===== config.mk =====
export PLATFORM = sky130hd
export DESIGN_NAME = hazard_top
export DESIGN_NICKNAME = d
export VERILOG_FILES = /design/src/verilog/hazard_pkg.sv /design/src/verilog/hazard_if.sv /design/src/verilog/hazard_top.sv /design/src/verilog/issue_stage.sv /design/src/verilog/hazard_ctrl.sv /design/src/verilog/hazard_queue_ram.sv /design/src/verilog/instr_decode.sv
export SDC_FILE = /design/constraint.sdc
export NUM_CORES = 2
export LEC_CHECK = 0
export BUFFER_PORTS_ARGS = -buffer_cell sky130_fd_sc_hd__buf_2
export CORE_AREA = 2 2 323 357
export CTS_CLUSTER_DIAMETER = 50
export DETAILED_ROUTE_END_ITERATION = 10
export DIE_AREA = 0 0 325 359
export PLACE_DENSITY_LB_ADDON = 0.2
export SYNTH_ARGS = -nofsm -noshare
export SYNTH_HDL_FRONTEND = slang
export SYNTH_SLANG_ARGS = --single-unit
export TNS_END_PERCENT = 30

===== constraint.sdc =====
create_clock -name clock -period 22.6 [get_ports clock]
set_input_delay 1.13 -clock clock [delete_from_list [all_inputs] [get_ports clock]]
set_output_delay 1.13 -clock clock [all_outputs]
set_load 0.03 [all_outputs]

===== src/verilog/hazard_pkg.sv =====
`default_nettype none

package hazard_pkg;

  localparam int xlen = 32;
  localparam int hazard_depth = 8;
  localparam int ptr_bits = 3;
  localparam int count_bits = 5;

  // leaves room for the pair in the decode register and the one behind it
  localparam int stall_level = 10;

  localparam logic [6:0] opc_load = 7'b0000011;
  localparam logic [6:0] opc_fence = 7'b0001111;
  localparam logic [6:0] opc_imm = 7'b0010011;
  localparam logic [6:0] opc_auipc = 7'b0010111;
  localparam logic [6:0] opc_store = 7'b0100011;
  localparam logic [6:0] opc_reg = 7'b0110011;
  localparam logic [6:0] opc_lui = 7'b0110111;
  localparam logic [6:0] opc_branch = 7'b1100011;
  localparam logic [6:0] opc_jalr = 7'b1100111;
  localparam logic [6:0] opc_jal = 7'b1101111;
  localparam logic [6:0] opc_system = 7'b1110011;

  localparam logic [6:0] funct7_muldiv = 7'b0000001;

  localparam logic [11:0] sys_ecall = 12'h000;
  localparam logic [11:0] sys_ebreak = 12'h001;
  localparam logic [11:0] sys_wfi = 12'h105;
  localparam logic [11:0] sys_mret = 12'h302;

  // the same word read as an R-type or as an I-type instruction
  typedef union packed {
    struct packed {
      logic [6:0] funct7;
      logic [4:0] rs2;
      logic [4:0] rs1;
      logic [2:0] funct3;
      logic [4:0] rd;
      logic [6:0] opcode;
    } r;
    struct packed {
      logic [11:0] imm12;
      logic [4:0] rs1;
      logic [2:0] funct3;
      logic [4:0] rd;
      logic [6:0] opcode;
    } i;
  } instr_word_u;

  typedef struct packed {
    logic valid;
    logic [xlen-1:0] pc;
    instr_word_u word;
    logic [4:0] rd;
    logic [4:0] rs1;
    logic [4:0] rs2;
    logic wren;
    logic rden1;
    logic rden2;
    logic is_muldiv;
    logic is_csr;
    // fence and system instructions always issue alone
    logic is_single;
  } decoded_instr_t;

  localparam decoded_instr_t init_decoded = '0;

endpackage

`default_nettype wire

===== src/verilog/hazard_if.sv =====
`timescale 1ns/1ps
`default_nettype none

interface fetch_if;
  logic valid;
  hazard_pkg::decoded_instr_t instr0;
  hazard_pkg::decoded_instr_t instr1;
  logic stall;

  modport source (output valid, output instr0, output instr1, input stall);
  modport sink (input valid, input instr0, input instr1, output stall);
endinterface

interface queue_if;
  logic wen;
  logic [hazard_pkg::ptr_bits-1:0] waddr;
  logic [hazard_pkg::ptr_bits-1:0] raddr0;
  logic [hazard_pkg::ptr_bits-1:0] raddr1;
  hazard_pkg::decoded_instr_t wdata0;
  hazard_pkg::decoded_instr_t wdata1;
  hazard_pkg::decoded_instr_t rdata0;
  hazard_pkg::decoded_instr_t rdata1;

  modport ctrl (
    output wen, output waddr, output raddr0, output raddr1,
    output wdata0, output wdata1,
    input rdata0, input rdata1
  );
  modport mem (
    input wen, input waddr, input raddr0, input raddr1,
    input wdata0, input wdata1,
    output rdata0, output rdata1
  );
endinterface

interface issue_if;
  logic valid0;
  logic valid1;
  hazard_pkg::decoded_instr_t instr0;
  hazard_pkg::decoded_instr_t instr1;

  modport source (output valid0, output valid1, output instr0, output instr1);
  modport sink (input valid0, input valid1, input instr0, input instr1);
endinterface

`default_nettype wire


===== src/verilog/hazard_top.sv =====
`timescale 1ns/1ps
`default_nettype none

module hazard_top (
  input logic clock,
  input logic reset,
  input logic fetch_valid,
  input logic [hazard_pkg::xlen-1:0] fetch_pc,
  input logic [hazard_pkg::xlen-1:0] fetch_word0,
  input logic [hazard_pkg::xlen-1:0] fetch_word1,
  input logic clear,
  input logic issue_stall,
  output logic fetch_stall,
  output logic issue_valid0,
  output logic [hazard_pkg::xlen-1:0] issue_pc0,
  output logic [hazard_pkg::xlen-1:0] issue_word0,
  output logic issue_valid1,
  output logic [hazard_pkg::xlen-1:0] issue_pc1,
  output logic [hazard_pkg::xlen-1:0] issue_word1
);

  fetch_if fetch_bus ();
  queue_if queue_bus ();
  issue_if issue_bus ();

  instr_decode decode_comp (
    .clock(clock),
    .reset(reset),
    .clear(clear),
    .fetch_valid(fetch_valid),
    .fetch_pc(fetch_pc),
    .fetch_word0(fetch_word0),
    .fetch_word1(fetch_word1),
    .fetch_stall(fetch_stall),
    .fetch(fetch_bus.source)
  );

  hazard_queue_ram ram_comp (
    .clock(clock),
    .queue(queue_bus.mem)
  );

  hazard_ctrl ctrl_comp (
    .clock(clock),
    .reset(reset),
    .clear(clear),
    .issue_stall(issue_stall),
    .fetch(fetch_bus.sink),
    .queue(queue_bus.ctrl),
    .issue(issue_bus.source)
  );

  issue_stage issue_comp (
    .clock(clock),
    .reset(reset),
    .clear(clear),
    .issue_stall(issue_stall),
    .issue(issue_bus.sink),
    .issue_valid0(issue_valid0),
    .issue_pc0(issue_pc0),
    .issue_word0(issue_word0),
    .issue_valid1(issue_valid1),
    .issue_pc1(issue_pc1),
    .issue_word1(issue_word1)
  );

endmodule

`default_nettype wire


===== src/verilog/issue_stage.sv =====
`timescale 1ns/1ps
`default_nettype none

module issue_stage (
  input logic clock,
  input logic reset,
  input logic clear,
  input logic issue_stall,
  issue_if.sink issue,
  output logic issue_valid0,
  output logic [hazard_pkg::xlen-1:0] issue_pc0,
  output logic [hazard_pkg::xlen-1:0] issue_word0,
  output logic issue_valid1,
  output logic [hazard_pkg::xlen-1:0] issue_pc1,
  output logic [hazard_pkg::xlen-1:0] issue_word1
);

  always_ff @(posedge clock) begin
    if (!reset) begin
      issue_valid0 <= 1'b0;
      issue_valid1 <= 1'b0;
    end else if (clear) begin
      issue_valid0 <= 1'b0;
      issue_valid1 <= 1'b0;
    end else if (!issue_stall) begin
      issue_valid0 <= issue.valid0;
      issue_valid1 <= issue.valid1;
    end
  end

  // the slots keep their contents while downstream is stalled
  always_ff @(posedge clock) begin
    if (!issue_stall) begin
      issue_pc0 <= issue.instr0.pc;
      issue_word0 <= issue.instr0.word;
      issue_pc1 <= issue.instr1.pc;
      issue_word1 <= issue.instr1.word;
    end
  end

endmodule

`default_nettype wire


===== src/verilog/hazard_ctrl.sv =====
`timescale 1ns/1ps
`default_nettype none

module hazard_ctrl (
  input logic clock,
  input logic reset,
  input logic clear,
  input logic issue_stall,
  fetch_if.sink fetch,
  queue_if.ctrl queue,
  issue_if.source issue
);

  logic [hazard_pkg::ptr_bits-1:0] wid;
  logic [hazard_pkg::ptr_bits-1:0] wid_base;
  logic [hazard_pkg::ptr_bits-1:0] wid_next;
  logic [hazard_pkg::ptr_bits-1:0] row;
  logic [hazard_pkg::ptr_bits-1:0] next_row;
  logic [hazard_pkg::ptr_bits:0] rid;
  logic [hazard_pkg::ptr_bits:0] rid_base;
  logic [hazard_pkg::ptr_bits:0] rid_next;
  logic [hazard_pkg::count_bits-1:0] count;
  logic [hazard_pkg::count_bits-1:0] count_base;
  logic [hazard_pkg::count_bits-1:0] avail;
  logic [hazard_pkg::count_bits-1:0] count_next;
  logic [hazard_pkg::count_bits-1:0] diff;
  logic stall_q;
  logic stall_next;
  logic wen;
  logic hazard;
  hazard_pkg::decoded_instr_t head0;
  hazard_pkg::decoded_instr_t head1;

  // clear acts on this cycle already, so nothing is written or issued
  assign wid_base = clear ? '0 : wid;
  assign rid_base = clear ? '0 : rid;
  assign count_base = clear ? '0 : count;
  assign wen = fetch.valid & ~stall_q & ~clear;

  assign row = rid_base[hazard_pkg::ptr_bits:1];
  assign next_row = row + 1'b1;

  assign queue.wen = wen;
  assign queue.waddr = wid_base;
  assign queue.wdata0 = fetch.instr0;
  assign queue.wdata1 = fetch.instr1;
  // an odd pointer starts in bank 1, so its partner sits in bank 0 of the next row
  assign queue.raddr0 = rid_base[0] ? next_row : row;
  assign queue.raddr1 = row;

  always_comb begin
    if (!rid_base[0]) begin
      if (wid_base == row) begin
        head0 = fetch.instr0;
        head1 = fetch.instr1;
      end else begin
        head0 = queue.rdata0;
        head1 = queue.rdata1;
      end
    end else begin
      head0 = queue.rdata1;
      if (wid_base == next_row) begin
        head1 = fetch.instr0;
      end else begin
        head1 = queue.rdata0;
      end
    end
  end

  always_comb begin
    hazard = head0.is_single | head1.is_single;
    hazard = hazard | (head0.is_muldiv & head1.is_muldiv);
    hazard = hazard | (head0.is_csr & head1.is_csr);
    if (head0.wren) begin
      if (head1.rden1 && head1.rs1 == head0.rd) begin
        hazard = 1'b1;
      end
      if (head1.rden2 && head1.rs2 == head0.rd) begin
        hazard = 1'b1;
      end
    end
  end

  assign avail = wen ? count_base + 2'd2 : count_base;

  always_comb begin
    if (issue_stall || avail == '0) begin
      diff = '0;
    end else if (avail == 'd1 || hazard) begin
      diff = 'd1;
    end else begin
      diff = 'd2;
    end
  end

  assign issue.valid0 = (diff != '0);
  assign issue.valid1 = (diff == 'd2);
  assign issue.instr0 = issue.valid0 ? head0 : hazard_pkg::init_decoded;
  assign issue.instr1 = issue.valid1 ? head1 : hazard_pkg::init_decoded;

  assign count_next = avail - diff;
  assign rid_next = rid_base + diff[hazard_pkg::ptr_bits:0];
  assign wid_next = wen ? wid_base + 1'b1 : wid_base;
  assign stall_next = (count_next > hazard_pkg::stall_level);

  always_ff @(posedge clock) begin
    if (!reset) begin
      wid <= '0;
      rid <= '0;
      count <= '0;
      stall_q <= 1'b0;
    end else begin
      wid <= wid_next;
      rid <= rid_next;
      count <= count_next;
      stall_q <= stall_next;
    end
  end

  assign fetch.stall = stall_q;

endmodule

`default_nettype wire


===== src/verilog/hazard_queue_ram.sv =====
`timescale 1ns/1ps
`default_nettype none

module hazard_queue_ram (
  input logic clock,
  queue_if.mem queue
);

  // bank 0 holds the older slot of each row, bank 1 the younger
  hazard_pkg::decoded_instr_t bank0 [0:hazard_pkg::hazard_depth-1];
  hazard_pkg::decoded_instr_t bank1 [0:hazard_pkg::hazard_depth-1];

  always_ff @(posedge clock) begin
    if (queue.wen) begin
      bank0[queue.waddr] <= queue.wdata0;
      bank1[queue.waddr] <= queue.wdata1;
    end
  end

  assign queue.rdata0 = bank0[queue.raddr0];
  assign queue.rdata1 = bank1[queue.raddr1];

endmodule

`default_nettype wire


===== src/verilog/instr_decode.sv =====
`timescale 1ns/1ps
`default_nettype none

module instr_decode (
  input logic clock,
  input logic reset,
  input logic clear,
  input logic fetch_valid,
  input logic [hazard_pkg::xlen-1:0] fetch_pc,
  input logic [hazard_pkg::xlen-1:0] fetch_word0,
  input logic [hazard_pkg::xlen-1:0] fetch_word1,
  output logic fetch_stall,
  fetch_if.source fetch
);

  hazard_pkg::decoded_instr_t instr0;
  hazard_pkg::decoded_instr_t instr1;

  function automatic hazard_pkg::decoded_instr_t decode(
    input logic [hazard_pkg::xlen-1:0] pc,
    input logic [hazard_pkg::xlen-1:0] raw,
    input logic valid
  );
    hazard_pkg::instr_word_u w;
    hazard_pkg::decoded_instr_t d;
    w = raw;
    d = hazard_pkg::init_decoded;
    d.valid = valid;
    d.pc = pc;
    d.word = w;
    d.rd = w.r.rd;
    d.rs1 = w.r.rs1;
    d.rs2 = w.r.rs2;
    case (w.r.opcode)
      hazard_pkg::opc_reg: begin
        d.wren = 1'b1;
        d.rden1 = 1'b1;
        d.rden2 = 1'b1;
        d.is_muldiv = (w.r.funct7 == hazard_pkg::funct7_muldiv);
      end
      hazard_pkg::opc_imm, hazard_pkg::opc_load, hazard_pkg::opc_jalr: begin
        d.wren = 1'b1;
        d.rden1 = 1'b1;
      end
      hazard_pkg::opc_lui, hazard_pkg::opc_auipc, hazard_pkg::opc_jal: begin
        d.wren = 1'b1;
      end
      hazard_pkg::opc_store, hazard_pkg::opc_branch: begin
        d.rden1 = 1'b1;
        d.rden2 = 1'b1;
      end
      hazard_pkg::opc_fence: begin
        d.is_single = 1'b1;
      end
      hazard_pkg::opc_system: begin
        if (w.i.funct3 == 3'b000) begin
          // other privileged encodings are not implemented and pair like a nop
          d.is_single = (w.i.imm12 inside {hazard_pkg::sys_ecall, hazard_pkg::sys_ebreak,
                                           hazard_pkg::sys_wfi, hazard_pkg::sys_mret});
        end else begin
          // funct3 bit 2 selects the immediate forms, which read no rs1
          d.is_csr = 1'b1;
          d.wren = 1'b1;
          d.rden1 = ~w.i.funct3[2];
        end
      end
      default: begin
      end
    endcase
    // writes to x0 are dropped, so they cannot create a RAW hazard
    d.wren = d.wren & (d.rd != 5'd0);
    return d;
  endfunction

  always_ff @(posedge clock) begin
    if (!reset) begin
      instr0.valid <= 1'b0;
      instr1.valid <= 1'b0;
    end else if (clear) begin
      instr0.valid <= 1'b0;
      instr1.valid <= 1'b0;
    end else if (!fetch.stall) begin
      instr0 <= decode(fetch_pc, fetch_word0, fetch_valid);
      instr1 <= decode(fetch_pc + 32'd4, fetch_word1, fetch_valid);
    end
  end

  assign fetch.valid = instr0.valid;
  assign fetch.instr0 = instr0;
  assign fetch.instr1 = instr1;
  assign fetch_stall = fetch.stall;

endmodule

`default_nettype wire


==> results.md <==
- Latest clock arrival within the worst-skew pair: 0.77 ns
- Post-route DRC: 0
- Tcrit/Tclk final: 31.4%
- Synth Area in Compound Gates: 7.82%
- Vias after detailed routing: between 30,000 and 40,000
- Clock share of power: 40.6%
- Pre-antenna DRT Iters: 6
- Simple-gate share of the synthesized area: 8.79%
- Mux contribution to synthesized area: 6.61%
- Tmin final: 7.09 ns
- Slew HR: 24.6%
- First-pass GRT wire length: 229,000 um
- Worst Setup Start Kind: register
- Yosys top cell area share: between 70% and 80%
- Adder-Cell Fraction of Synth Area: 0.205%
- Antenna violations before repair: 11
- Flop pwr share: 52.7%
- Peak VDD IR: ~0.00005 V
- Ys Warns: 0
- Die width: 325 um
- Comb pwr share: 6.7%
- Syn nets: 3,737
- Top FF cell, synth: edfxtp_1
- Register area share after synthesis: 73.7%
- Final wirelength: 158,000 um
- Cell area after layout: around 63,000 um^2
- Row count: 130
- Async set-or-reset flop fraction in the synthesized netlist: 0%
- Filler Cell Count: between 8,000 and 9,000
- Cts bufs inserted: 143
- Final setup fails: 0
- Tightest Pin Transition: 1.13 ns
- #FFs+latches synth: approximately 1,400
- Crit end category: register
- Synth cell types: 92
- Register-to-register path setup slack: 15.51 ns
- Clk sinks: 1,386
- Top cells by count, synth: 1,370 x edfxtp_1, 520 x nand2_1, 264 x nand3_1
- Crit Reg-Reg Startpoint: ctrl_comp.rid[1]$_SDFF_PN0_
- Bufs on Longest Clock Path: 3
- Internal: approximately 4300 uW
- Status: completed
- Post-Synth XOR/XNOR Area: 0.872%
- Largest net degree at the start of global routing: 146
- Initial core utilization: about 50%
- Hold Crit Class: register to register
- Detailed Route Iter0 Violations: between 4,000 and 5,000
- Detailed placer's ending HPWL: 89,500 um
- RSZ-0062 raised after global routing: false
- GPL Wtd Cong: 0.948
- Hold_sp: issue_comp.issue_valid0$_SDFFE_PP0N_
- GRT Util Overall: 26.8%
- Cts hold-fix bufs: 0
- Clock root buffer: clkbuf_16
- Grt ovf: 0
- Core Region: ~110,000 um^2
- Mapped Cells: ~3,600
- Final hold vios: 0
- Max-cap violations: 0
- Max Fclk: 141 MHz
- Top-count cell post-synth: edfxtp_1
- EDFF count, synth: approximately 1,400
- Placed instance area: 59,000 um^2
- Number of global-route vias before repair: 33,200
- Power per cell area: around 90 nW/um^2
- Remaining antenna violation count after routing: 0
- # Post-CTS Setup Buffers: 0
- IO Pins: approximately 230
- Hold path endpoint: issue_comp.issue_valid0$_SDFFE_PP0N_
- Critical R2R Capture: ctrl_comp.fetch.stall$_SDFF_PN0_
- Post_cts resized: 0
- Syn Std Cell Area: between 50,000 and 60,000 um^2
- Nets: 3,934
- Worst Path Class, Setup: register to register
- Worst EP arrival: 7.75 ns
- Psw: 1300 uW
- CTS tree: built
- Area grow syn2layout: 12.8%
- Leakage power: around 0.021 uW
- Final TNS setup: 0 ns
- I/O Buffers: around 230
- Combinational family with the most area after synthesis: simple AND/OR/NAND/NOR gates
- Final Max Tran Viols: 0
- Die ar.: 117,000 um^2
- Worst-path clk slew: 0.06 ns
- Clk_skew: 0.0218 ns
- R2R depth: 15
- Vias per cell: roughly 6.3
- Wire length per cell: 28.9 um
- Cell depth of the worst hold path: 2
- Share of cells above drive strength 1: a little under a fifth
- Synth area leader: edfxtp_1
- Syn avg cell area: 15.5 um^2
- Worst-path maximum fanout: 62
- Synth top area cells: edfxtp_1 73%, mux4_2 4.5%, nand2_1 3.5%
- Die height: 359 um
- Switch share: roughly a quarter
- # H-tree levels: 4
- CP Data Required Time: 23.26 ns
-- through the flow --
stage	hold WS, ns	setup slack (ns)	power, uW	std cells	util, %
3_3_place_gp	0.478	15.16	3370	5198	52.0
5_1_grt	0.513	15.17	5750	5460	56.0
4_1_cts	0.492	15.58	5620	5457	56.0
2_1_floorplan	0.455	6.39	3210	3628	-
6_report	0.498	15.51	5590	5460	56.0
3_5_place_dp	0.481	15.07	3370	5198	52.0
-- kinds of logic after synthesis --
family / count (synthesis)
AOI/OAI and AO/OA: 634
xor gates and xnor gates: 53
adders and majority gates: 8
buffers and inverters: 262
DFF: 1386
muxes: 228
and+or+nand+nor: 1057
-- cell usage in the layout (no fill, tap or decap), types with 29 or more instances in the layout --
cell type,instances
buf_2,231
buf_4,58
nor4_1,40
a22oi_1,60
clkbuf_1,36
clkbuf_16,145
mux2i_1,102
mux4_2,113
clkinv_1,29
nor2_1,69
edfxtp_1,1370
xnor2_1,35
a221oi_1,30
o21ai_0,140
nand2_1,520
nor3_1,37
nand3_1,264
a21oi_1,155
o221a_2,50
-- registers in the layout, summed over array words and instances (netlist names), 3 cells and up --
register                  count
ram_comp.bank0              560
ram_comp.bank1              544
decode_comp.fetch.instr1     70
decode_comp.fetch.instr0     68
issue_comp.issue_pc0         32
issue_comp.issue_pc1         32
issue_comp.issue_word0       32
issue_comp.issue_word1       32
ctrl_comp.count               5
ctrl_comp.rid                 4
ctrl_comp.wid                 3
-- cell type report --
class / count / area (um^2) / area share [%]
Sequential cell: 1386 / 41500 / 65.3
Multi-Input combinational cell: 1980 / 13800 / 21.8
Clock buffer: 184 / 3800 / 5.99
Tap cell: 1518 / 1900 / 2.99
Timing Repair Buffer: 295 / 1710 / 2.70
Clock inverter: 75 / 696 / 1.10
Inverter: 19 / 76.3 / 0.120
Antenna cell: 3 / 7.51 / 0.0118
-- worst max path at each step --
stage | start | endpoint | slack (ns)
after floorplan | clear | ram_comp.bank0[0][0]$_DFFE_PP_ | 6.39
after global placement | clear | ctrl_comp.fetch.stall$_SDFF_PN0_ | 15.16
after detailed placement | clear | ctrl_comp.fetch.stall$_SDFF_PN0_ | 15.07
after CTS | ctrl_comp.rid[0]$_SDFF_PN0_ | ctrl_comp.fetch.stall$_SDFF_PN0_ | 15.58
after global routing | ctrl_comp.rid[0]$_SDFF_PN0_ | ctrl_comp.fetch.stall$_SDFF_PN0_ | 15.17
final | ctrl_comp.rid[1]$_SDFF_PN0_ | ctrl_comp.fetch.stall$_SDFF_PN0_ | 15.51
-- worst max-delay path: stages (launching register included) --
cell and delay (ns):
dfxtp_4 0.36, buf_4 0.68, buf_4 0.89, and3b_1 0.25, mux2_2 0.22, nand2_1 0.14, nor2_4 0.64, buf_4 0.72
a221oi_1 0.28, a21oi_1 0.28, a41o_4 0.99, nor3_1 0.29, fa_1 0.52, xnor2_1 0.21, o21ai_0 0.12, a21o_1 0.18
-- layer usage --
| layer | GRT usage [%] | wire (um) | share of wire, % |
|---|---|---|---|
| met5 | 0 | 57 | 0.036 |
| met4 | 9.79 | 5380 | 3.4 |
| met3 | 5.95 | 15000 | 9.5 |
| met2 | 41.5 | 73800 | 47 |
| met1 | 37.6 | 63800 | 40 |
-- power groups by stage --
| stage | logic, uW | clock network (uW) | registers, uW |
|---|---|---|---|
| 6_report | 375 | 2270 | 2950 |
| 5_1_grt | 397 | 2400 | 2950 |
| 4_1_cts | 372 | 2300 | 2940 |
| 3_5_place_dp | 370 | 0 | 3000 |
| 3_3_place_gp | 369 | 0 | 3000 |
| 2_1_floorplan | 196 | 0 | 3020 |
Power figures use the tool's default switching activity.
